===== src/rtl/exec_pkg.sv =====
package exec_pkg;

    // physical destination register tag
    localparam int TAG_W = 6;

    // operand and result width
    localparam int DATA_W = 32;

    // micro-op opcodes, codes 1 to 10 as the decoder emits them
    // 0 is an empty slot
    typedef enum logic [3:0] {
        op_nop  = 4'd0,
        op_add  = 4'd1,
        op_addi = 4'd2,
        op_lui  = 4'd3,
        op_ori  = 4'd4,
        op_xor  = 4'd5,
        op_srai = 4'd6,
        // memory ops, unit only forms the address
        op_lb   = 4'd7,
        op_lw   = 4'd8,
        op_sb   = 4'd9,
        op_sw   = 4'd10
    } alu_op_e;

    // function unit states
    typedef enum logic [1:0] {
        // free, waiting for start
        st_idle  = 2'd0,
        // serial arithmetic shift in progress
        st_shift = 2'd1,
        // result held until the merger takes it
        st_hold  = 2'd2
    } alu_state_e;

    // micro-op as handed from issue to a unit
    // 4 + 32 + 32 + 32 + 6 = 106 bits
    typedef struct packed {
        alu_op_e           op;
        logic [DATA_W-1:0] sr1;
        logic [DATA_W-1:0] sr2;
        logic [DATA_W-1:0] imm;
        logic [TAG_W-1:0]  tag;
    } issue_uop_t;

    // finished result, used by the units and the writeback bus
    // 6 + 32 = 38 bits
    typedef struct packed {
        logic [TAG_W-1:0]  tag;
        logic [DATA_W-1:0] data;
    } alu_result_t;

endpackage


===== src/rtl/int_alu.sv =====
`timescale 1ns/1ps

module int_alu import exec_pkg::*; #(
    // index of this unit within the cluster
    parameter int alu_no = 0
) (
    input  logic        clk,
    input  logic        rstn,
    input  logic        start,
    input  issue_uop_t  uop,
    output logic        busy,
    output logic        res_valid,
    output alu_result_t result,
    input  logic        res_ack
);

    alu_state_e        state;
    // remaining shift steps for srai
    logic [4:0]        shift_cnt;
    // tag and value of the result, also the shift register for srai
    alu_result_t       res_q;
    // one-cycle value for the incoming micro-op
    logic [DATA_W-1:0] calc;
    logic              take;
    logic              is_long_shift;

    // accept only when idle, dispatch never starts a busy unit
    assign take = start && (state == st_idle);

    // srai with a nonzero amount needs the shift state
    assign is_long_shift = (uop.op == op_srai) && (uop.imm[4:0] != 5'd0);

    // one-cycle result table
    always_comb begin
        case (uop.op)
            op_add:  calc = uop.sr1 + uop.sr2;
            op_addi: calc = uop.sr1 + uop.imm;
            // immediate already shifted by the decoder
            op_lui:  calc = uop.imm;
            op_ori:  calc = uop.sr1 | uop.imm;
            op_xor:  calc = uop.sr1 ^ uop.sr2;
            // starting value, shifted one bit per cycle afterwards
            op_srai: calc = uop.sr1;
            // effective address for loads and stores
            op_lb,
            op_lw,
            op_sb,
            op_sw:   calc = uop.sr1 + uop.imm;
            // nop and undefined codes give zero
            default: calc = '0;
        endcase
    end

    // control FSM
    always_ff @(posedge clk) begin
        if (!rstn) begin
            state     <= st_idle;
            shift_cnt <= 5'd0;
        end else begin
            case (state)
                st_idle: begin
                    if (take) begin
                        if (is_long_shift) begin
                            state     <= st_shift;
                            shift_cnt <= uop.imm[4:0];
                        end else begin
                            state <= st_hold;
                        end
                    end
                end
                st_shift: begin
                    shift_cnt <= shift_cnt - 5'd1;
                    // last step lands in hold
                    if (shift_cnt == 5'd1) begin
                        state <= st_hold;
                    end
                end
                st_hold: begin
                    if (res_ack) begin
                        state <= st_idle;
                    end
                end
                default: state <= st_idle;
            endcase
        end
    end

    // result payload
    always_ff @(posedge clk) begin
        if (take) begin
            res_q.tag  <= uop.tag;
            res_q.data <= calc;
        end else if (state == st_shift) begin
            // arithmetic step, sign bit replicated
            res_q.data <= {res_q.data[DATA_W-1], res_q.data[DATA_W-1:1]};
        end
    end

    // busy from start until the ack
    assign busy      = (state != st_idle);
    assign res_valid = (state == st_hold);
    assign result    = res_q;

endmodule


===== config.mk =====
export PLATFORM = sky130hd
export DESIGN_NAME = int_alu
export DESIGN_NICKNAME = d
export VERILOG_FILES = /design/src/rtl/exec_pkg.sv /design/src/rtl/int_alu.sv
export SDC_FILE = /design/constraint.sdc
export NUM_CORES = 1
export LEC_CHECK = 0
export ABC_AREA = 0
export ABC_CLOCK_PERIOD_IN_PS = 12340
export BUFFER_PORTS_ARGS = -buffer_cell sky130_fd_sc_hd__buf_2
export CORE_MARGIN = 2
export CORE_UTILIZATION = 24
export DETAILED_ROUTE_END_ITERATION = 8
export PLACE_DENSITY = 0.48
export SETUP_SLACK_MARGIN = 0.05
export SLEW_MARGIN = 30
export SYNTH_ARGS = -nofsm -noshare
export SYNTH_HDL_FRONTEND = slang
export SYNTH_SLANG_ARGS = --single-unit

===== constraint.sdc =====
create_clock -name clk -period 12.34 [get_ports clk]
set_input_delay 0.617 -clock clk [delete_from_list [all_inputs] [get_ports clk]]
set_output_delay 0.617 -clock clk [all_outputs]
set_load 0.005 [all_outputs]

[Word level (Yosys, flattened, before mapping)]
Cells that the tools add are included.
Operators by class
  add/subtract/negate cells: 3
  equal/unequal tests: 17
  muxes and demuxes: 11
  bitwise logic cells: 2
  reduce and logical (&&, ||, !) cells: 10
Operators by type and width (number)
  case mux 32 bit (6 select lines): 1
  adder 32 bit: 2
  two-way mux 32 bit: 1
  OR 32 bit: 1
  XOR 32 bit: 1
  two-way mux 31 bit: 1
  equality test 4 x 3 -> 1 bit, second input constant: 4
  equality test 4 bit, second input constant: 3
  two-way mux 5 bit: 2
  case mux 5 bit (2 select lines): 1
  equality test 4 x 2 -> 1 bit, second input constant: 2
  two-way mux 2 bit: 4
  != test 2 bit, second input constant: 3
  case mux 2 bit (3 select lines): 1
  AND reduction 3 bit: 2
  nonzero test 2 bit: 3
  equality test 5 x 1 -> 1 bit, second input constant: 1
  nonzero test 5 bit: 1
  OR reduction 5 bit: 1
  subtractor 5 x 1 -> 5 bit, second input constant: 1
  equality test 4 x 1 -> 1 bit, second input constant: 1
  equality test 2 x 1 -> 1 bit, second input constant: 1
  equality test 2 bit, second input constant: 1
  logical AND 1 bit: 2
  other kinds (2): 2
Storage, ports and cells
  flip-flop bits (word level): 45
  input bits: 110
  logic and storage cells: 48

[Logic depth before layout (Yosys ltp)]
Gate-level depths: netlist of the first run.
  depth in word-level cells: 5
  mapped depth: 18
  mapped depth without buffers: 16

[Least setup slack after synthesis of the first run]
Ideal clock, no wire load.
  path kind: input to register
  from: in uop[105] (netlist bit)
  to: reg res_q (netlist bit result[27]), data pin
  library setup time: 0.273 ns
  arrival: 4.077 ns
  slack: 7.990 ns
  cell stages on the path: 16
  cells stage by stage: buf_2 -> o21ai_0 -> and3_1 -> clkbuf_1 -> a21oi_1 -> clkbuf_1 -> mux2_2 -> ha_1 -> o211ai_2 -> a2111oi_2 -> a22oi_2 -> o21ai_4 -> a31oi_4 -> o41ai_2 -> xnor2_1 -> o221ai_2
On the way
  longest elaborated chain between the ends: 4
Ends and longest elaborated chain
  start, declared: line int_alu.sv:10  | input issue_uop_t uop,
  equality test 4 x 3 -> 1 bit, or another cell as far along: line int_alu.sv:35  | case (uop.op)
  OR reduction 5 bit (no source line)
  case mux 32 bit (6 select lines) *: line int_alu.sv:35
  two-way mux 32 bit *: line int_alu.sv:90  | if (take) begin
  end, declared: line int_alu.sv:21  | alu_result_t res_q;
Every way passes the cells marked *; elsewhere a longest branch is shown, timed or not. The select of a mux whose other input is x is not followed.
A chain may end at the register's enable or synchronous reset.

[Worst setup path in the final report of the first run]
  from: in uop[104] (netlist bit)
  to: reg res_q (netlist bit result[27]), data pin
Same word-level chain as after synthesis.

==> results.md, run 1 <==
* Status: completed
* PnR worst setup slack at 8.02 ns
* RR Endpoint: shift_cnt[3]
* Clk_lat worst skew at 0.31 ns
* Worst Setup End Kind: flip-flop
* Max-slew headroom at 31.9%
* Tmin final at 4.32 ns
* Vias in the first global route at 5018
* Post_cts resized at 0
* Warnings from Yosys at 0
* R2R Setup Slk at 9.94 ns
* Mux cell area share after synthesis at 6.96%
* First-pass GRT wire length at 27.2 mm
* Placed insts at 940
* Critical path origin: uop[104]
* Reg area at 1280 µm²
* Area grow syn2layout at 23.0%
* Final ANT Viol Nets at 0
* Post-Syn Instances at 542
* Initial core utilization at 24.5%
* Critical path type: input port to flip-flop
* GR Util All Layers at 15.5%
* Xor and xnor area share after synthesis at 10.9%
* Reg power frac at 31.0%
* Post-Synth Simple-Gate Area at 10.9%
* Worst-path clk slew at 0.07 ns
* Final HPWL DP at 13.2 mm
* Total number of vias at 4954
* Postcts setup bufs at 0
* Initial antenna violation count at 1
* Leak at 0.00256 µW
* Data required, critical path at 12.36 ns
* Largest net degree at the start of global routing at 37
* Max Cap Viol at 0
* RSZ-0062 raised after global routing: false
* Layout cells sized above 1 at 31.7%
* Die width at 148 µm
* Drt drc at 0
* Final Hold Viols at 0
* Hold depth at 2
* EDFF count, synth at 38
* GP Congestion at 0.797
* Internal power at 402 µW
* Root buf cell: clkbuf_16
* Number of distinct library cells after synthesis at 64
* Post-Syn Area at 5000 µm²
* Starting DRT DRC Count at 447
* Largest family of logic cells by synthesized area: compound AO/OA/AOI/OAI gates
* Routed wire per std cell at 18.4 µm
* Final Max Slew Viols at 0
* Reg2Reg Launch Point: state[0]
* Drt first pass iters at 5
* Hold slack at 0.476 ns
* Power Dens Cells at 103 nW/µm²
* Crit path DAT at 4.34 ns
* Setup slack at placement at 7.67 ns
* Die Span Y at 148 µm
* Std-Cell Rows at 52
* Total Routed Length at 17.5 mm
* Yosys reg bits at 45
* Core area at 20400 µm²
* Die area at 22000 µm²
* Final clock skew at 0.00961 ns
* Final std cells w/o fill at 949
* Least-Margin Pin Slew at 1.02 ns
* Fmax achieved at 0.232 GHz
* Total CTS buffers at 5
* Syn Nets at 693
* Async SR Flop Fraction at 0%
* Final-report setup violation count at 0
* Post-DR vias/cell at 5.22
* Register-to-Register Path Depth at 9
* H-Tree Depth at 2
* Grt ovf at 0
* Min-Delay Path Class: flip-flop to flip-flop
* Fraction of the mapped netlist area in compound gates at 30.2%
* Leading register cell type out of synthesis: edfxtp_1
* Synth Area in Adders at 10.4%
* IO Count at 150
* Maximum VDD drop at 45.5 µV
* CTS tree: yes
* Port Buf Inserts at 149
* Largest fanout on the critical path at 33
* Nets at 828
* Clock sink total at 45
* Clock network power share at 26.5%
* CTS max path bufs at 2
* Combinational group share of total power at 42.5%
* Startpoint types: input port
* Post-synthesis sequential area ratio at 25.6%
* Syn Area/Cell at 9.22 µm²
* Fin crit share at 35.0%
* Fillers at 2189
* CTS Hold Buffers Added at 0
* Net switching power at 230 µW
* Switching share of power at 36.4%
* Area of the multi-input gates at 3490 µm²
* Setup TNS at 0 ns
* CP endpoint: result[27]
-- placed cells by master, fill, tap and decap left out, types with 8 or more instances in the layout --
cell type	synthesis	layout
a31oi_1	8	8
xnor2_1	17	17
a222oi_1	32	32
xor2_1	45	45
buf_2	3	149
edfxtp_1	38	38
ha_1	40	40
o21ai_0	34	34
nand2_1	42	42
a22o_1	8	8
mux2_2	30	30
a21oi_1	40	39
nor2_1	35	34
o221ai_1	10	10
nand3_1	8	8
a21o_1	11	11
inv_1	15	15
-- stage by stage --
step	utilization [%]	area, µm²	total power, µW
floorplan	-	5000	383
global placement	29.3	5970	469
detailed placement	29.3	5970	469
CTS	30.2	6150	639
global route	30.2	6150	674
finish	30.2	6150	632
-- worst min path at each step --
stage,to,slack (ns),start
2_1_floorplan,shift_cnt[4],0.45,shift_cnt[4]
3_3_place_gp,shift_cnt[4],0.46,shift_cnt[4]
5_1_grt,result[33],0.47,uop[1]
3_5_place_dp,shift_cnt[4],0.47,shift_cnt[4]
4_1_cts,result[33],0.47,uop[1]
6_report,shift_cnt[4],0.48,shift_cnt[4]
-- final cells by class --
type / count / area share [%]
Antenna cell: 1 / 0.0407
Clock buffer: 7 / 2.85
Clock inverter: 1 / 0.0814
Inverter: 15 / 0.916
Multi-Input combinational cell: 454 / 56.8
Sequential cell: 45 / 20.8
Tap cell: 270 / 5.49
Timing Repair Buffer: 156 / 13.0
-- per-layer routing --
metal	global-route usage, %	wire, µm	vias up
met5	0	0	-
met2	26.2	8280	173
met1	20.6	7780	2367
met3	3.10	1140	12
li1	-	-	2402
met4	3.48	271	0
-- power groups by stage --
stage,Clock (µW),Sequential [µW],Combinational [µW]
final,168,196,269
after global routing,178,198,299
after CTS,172,196,270
after detailed placement,0,200,269
after global placement,0,200,269
after floorplan,0,198,185
-- synthesized netlist by cell type (4+ instances only) --
library cell,n,area share [%]
inv_1,15,1.1
mux2_2,30,6.8
a222oi_1,32,6.4
xnor2_1,17,3.0
xor2_1,45,7.9
a31oi_1,8,1.0
nand2_1,42,3.2
clkbuf_1,20,1.5
a2111oi_0,4,0.70
nor3_1,6,0.60
o21ai_0,34,3.4
a21oi_1,40,4.0
a21o_1,11,1.7
o21bai_1,5,0.75
o211ai_1,7,1.1
nand2b_1,4,0.50
a22o_1,8,1.4
o221ai_1,10,1.8
a211oi_1,4,0.60
nor2b_1,5,0.63
a221o_1,5,1.0
ha_1,40,10
edfxtp_1,38,23
nor2_1,35,2.6
dfxtp_1,7,2.8
a22oi_1,6,0.90
nand3_1,8,0.80
-- critical path, stage by stage --
cell and delay [ns]:
buf_2 0.13, inv_1 0.13, o21ai_0 0.08, and3_1 0.25
a21oi_4 0.12, buf_4 0.41, mux2_2 0.40, ha_1 0.40
o211ai_2 0.14, a2111oi_2 0.42, a22oi_2 0.15, o21ai_4 0.21
a31oi_4 0.14, o41ai_2 0.41, xnor2_1 0.18, o221ai_2 0.12
-- registers in the layout (all words and copies together) (netlist names) --
| register | flops |
|---|---|
| state | 2 |
| result | 38 |
| shift_cnt | 5 |
-- cell families (layout without fill, tap and decap cells) --
group,Yosys count,in the layout
compound gates,201,201
simple gates,119,119
xor+xnor,62,62
flops,45,45
buf+inv,43,179
fa+ha+maj,41,41
mux,31,31
other cells,0,1
Power figures use the tool's default switching activity.
==> run 2, diff against run 1 <==
--- a/config.mk
+++ b/config.mk
@@ -5,13 +5,13 @@
 export SDC_FILE = /design/constraint.sdc
 export NUM_CORES = 1
 export LEC_CHECK = 0
-export ABC_AREA = 0
-export ABC_CLOCK_PERIOD_IN_PS = 12340
+export ABC_AREA = 1
+export ABC_CLOCK_PERIOD_IN_PS = 3720
 export BUFFER_PORTS_ARGS = -buffer_cell sky130_fd_sc_hd__buf_2
 export CORE_MARGIN = 2
 export CORE_UTILIZATION = 24
 export DETAILED_ROUTE_END_ITERATION = 8
-export PLACE_DENSITY = 0.48
+export PLACE_DENSITY = 0.49
 export SETUP_SLACK_MARGIN = 0.05
 export SLEW_MARGIN = 30
 export SYNTH_ARGS = -nofsm -noshare
==> constraint.sdc (replaced) <==
create_clock -name clk -period 3.72 [get_ports clk]
set_input_delay 0.186 -clock clk [delete_from_list [all_inputs] [get_ports clk]]
set_output_delay 0.186 -clock clk [all_outputs]
set_load 0.005 [all_outputs]
==> run 2 against run 1 <==
Effect of this change:
- critical path depth is 4 higher
- core utilization decreased by 0.64 points
- total power rose to 3.5 times the previous value
- largest power group unchanged
- sequential share of layout area decreased by 3.0 points
- flip-flop and latch count unchanged
==> results.md, run 2 <==
* EDFF count, synth at 38 (unchanged)
* N_diodes at 0 (-1)
* IO Count at 150 (unchanged)
* Synth top area share at 27.7% (+4.9 points)
* Final HPWL DP at 18.5 mm (+40%)
* Critical path type: input port to flip-flop
* Worst Setup End Kind: flip-flop
* Post-DR vias/cell at 4.57 (-12%)
* RSZ-0062 raised after global routing: false
* Routed wire per std cell at 15.3 µm (-17%)
* Leading register cell type out of synthesis: edfxtp_1
* Total number of vias at 6699 (+35%)
* Min-Delay Path Class: input port to flip-flop
* Drt drc at 0 (unchanged)
* Worst-path clk slew at 0.06 ns (about the same)
* Max Cap Viol at 0 (unchanged)
* PnR worst setup slack at 0.662 ns (-7.36 ns)
* Post-Syn Area at 5920 µm² (+18%)
* Syn Nets at 1150 (+66%)
* Area grow syn2layout at 21.0%
* Ranking of synthesized cells by area: nand2_1 (28%), edfxtp_1 (19%), inv_1 (8.9%)
* Overall Power at 2200 µW (+250%)
* Final-report setup violation count at 0 (unchanged)
* Critical path origin: uop[105]
* Std-Cell Rows at 57 (+9.6%)
* Post-synth top cells: nand2_1 (437), inv_1 (140), nor2_1 (60)
* Most numerous cell in the Yosys netlist: nand2_1
* Least-Margin Pin Slew at 0.794 ns (-0.228 ns)
* Max-slew headroom at 47.0% (+15 points)
* Reg2Reg Launch Point: state[0]
* Setup slack at placement at 0.411 ns (-7.26 ns)
* Async SR Flop Fraction at 0% (unchanged)
* Status: completed
* Hold depth at 1 (-1)
* Port Buf Inserts at 149 (unchanged)
* Post_cts resized at 0 (unchanged)
* Hold slack at 0.0739 ns (-0.402 ns)
* Die width at 161 µm (+8.6%)
* H-Tree Depth at 2 (unchanged)
* Largest fanout on the critical path at 10 (-70%)
* Layout cells sized above 1 at 17.3% (-14 points)
* CTS tree: yes
* First-pass GRT wire length at 34.7 mm (+28%)
* Hold_sp: uop[0]
* Final clock skew at 0.00644 ns (-0.00317 ns)
* Final Hold Viols at 0 (unchanged)
* Drt first pass iters at 6 (+1)
* Leak at 0.00390 µW (+52%)
* GR Util All Layers at 17.0% (+1.5 points)
* Nets at 1291 (+56%)
* CTS max path bufs at 2 (unchanged)
* Startpoint types: input port
* Crit path DAT at 3.10 ns (-1.24 ns)
* Commonest non-fill, non-tap cell in the layout: nand2_1
* Starting DRT DRC Count at 517 (+16%)
* Placed Area at 7030 µm² (+18%)
* Largest net degree at the start of global routing at 41 (+11%)
* Clock sink total at 45 (unchanged)
* Clk_lat worst skew at 0.29 ns (-0.02 ns)
* Post-Syn Instances at 999 (+84%)
* Setup TNS at 0 ns (unchanged)
* Maximum VDD drop at 163 µV (+260%)
* Tmin final at 3.06 ns
* Warnings from Yosys at 0 (unchanged)
* Power Dens Cells at 306 nW/µm² (+200%)
* Total CTS buffers at 5 (unchanged)
* Initial antenna violation count at 0 (-1)
* Vias in the first global route at 6309 (+26%)
* Initial core utilization at 24.4% (-0.12 points)
* Final ANT Viol Nets at 0 (unchanged)
* Data required, critical path at 3.76 ns (-8.60 ns)
* Post-synthesis sequential area ratio at 21.6% (-4.0 points)
* Yosys reg bits at 45 (unchanged)
* Fin area at 7170 µm² (+17%)
* Root buf cell: clkbuf_16
* Postcts setup bufs at 0 (unchanged)
* CTS Hold Buffers Added at 0 (unchanged)
* Final Max Slew Viols at 0 (unchanged)
* Die area at 26000 µm² (+18%)
* Fin crit share at 82.2%
* Register-to-Register Path Depth at 6 (-3)
* Fmax achieved at 0.327 GHz
* Grt ovf at 0 (unchanged)
* Number of distinct library cells after synthesis at 41 (-36%)
* GP Congestion at 0.922 (+16%)
* Core area at 24200 µm² (+19%)
* Die Span Y at 161 µm (+8.6%)
* Syn Area/Cell at 5.93 µm² (-36%)
* Largest area contributor in the netlist: nand2_1
* Max reg flops at 38 (unchanged)
* Total Routed Length at 22.4 mm (+28%)
* Commonest cells after routing, fill and taps aside: nand2_1 (437), buf_2 (149), inv_1 (140), nor2_1 (60), nand3_1 (54)
## run 2: cell types whose count changed in the layout (fill, tap and decap cells not counted), sizes merged, moves of 9 or more
| cell | before | now |
|---|---|---|
| nand2 | 43 | 447 |
| inv | 15 | 144 |
| nand3 | 8 | 58 |
| xor2 | 45 | 3 |
| nor2 | 35 | 69 |
| a222oi | 32 | 0 |
| mux2 | 30 | 0 |
| a221oi | 1 | 25 |
| a21oi | 40 | 28 |
| a21o | 12 | 1 |
| o221ai | 11 | 2 |
| or2 | 1 | 10 |
## run 2: per-layer routing
layer | routed length (µm) | vias up | GRT usage (%)
met3 | 1160 | 21 | 2.03
met2 | 10100 | 190 | 28.2
met1 | 10700 | 3013 | 23.5
met4 | 424 | 0 | 4.34
met5 | 0 | - | 0
li1 | - | 3475 | -
## run 2: worst max-delay path, cell delays in order
cell     delay, ns
buf_2         0.11
nor2_1        0.20
nand2_2       0.11
nand3_4       0.09
inv_1         0.24
buf_4         0.28
nand2_1       0.08
nand2_1       0.05
ha_1          0.40
nand2_1       0.15
nor2_1        0.16
inv_1         0.10
nor2_2        0.20
nand4_1       0.20
nand3_1       0.13
nand2_1       0.05
nand3_1       0.07
nand2_1       0.13
nand2_1       0.11
nand2_1       0.05
## run 2: stage by stage
| stage | utilization [%] | std cells |
|---|---|---|
| after floorplan | - | 999 |
| after global routing | 29.6 | 1465 |
| after CTS | 29.6 | 1465 |
| after detailed placement | 29.0 | 1457 |
| final | 29.6 | 1465 |
| after global placement | 29.0 | 1457 |
## run 2: logic make-up (layout without fill, tap and decap cells)
kind of cell             count (synthesis)  in the layout  share of synthesized area (%)
AND/OR/NAND/NOR                        616            616                           43.5
buffers and inverters                  166            308                           11.0
AO/OA/AOI/OAI                          106            106                           11.4
flip-flops                              45             45                           21.6
adder cells (fa/ha/maj)                 41             41                           8.79
XOR/XNOR                                25             25                           3.70
## run 2: worst paths after layout
check	to	slack [ns]
setup / recovery	result[20]	0.66
hold / removal	result[32]	0.07
setup reg to reg	result[5]	1.47
hold reg to reg	shift_cnt[4]	0.50
## run 2: area by class of cell
cell class | instances | area [µm²]
clock buffers | 6 | 129
multi-input cells | 788 | 3990
clock inverters | 2 | 10.0
flip-flops and latches | 45 | 1280
well taps | 324 | 405
inverters | 144 | 541
repair buffers | 156 | 811
fillers | 2801 | 17100
## run 2: report_power, final
part,internal (µW),switching [µW]
combinational,389,711
sequential,622,30.3
clock,247,197
total,1260,938
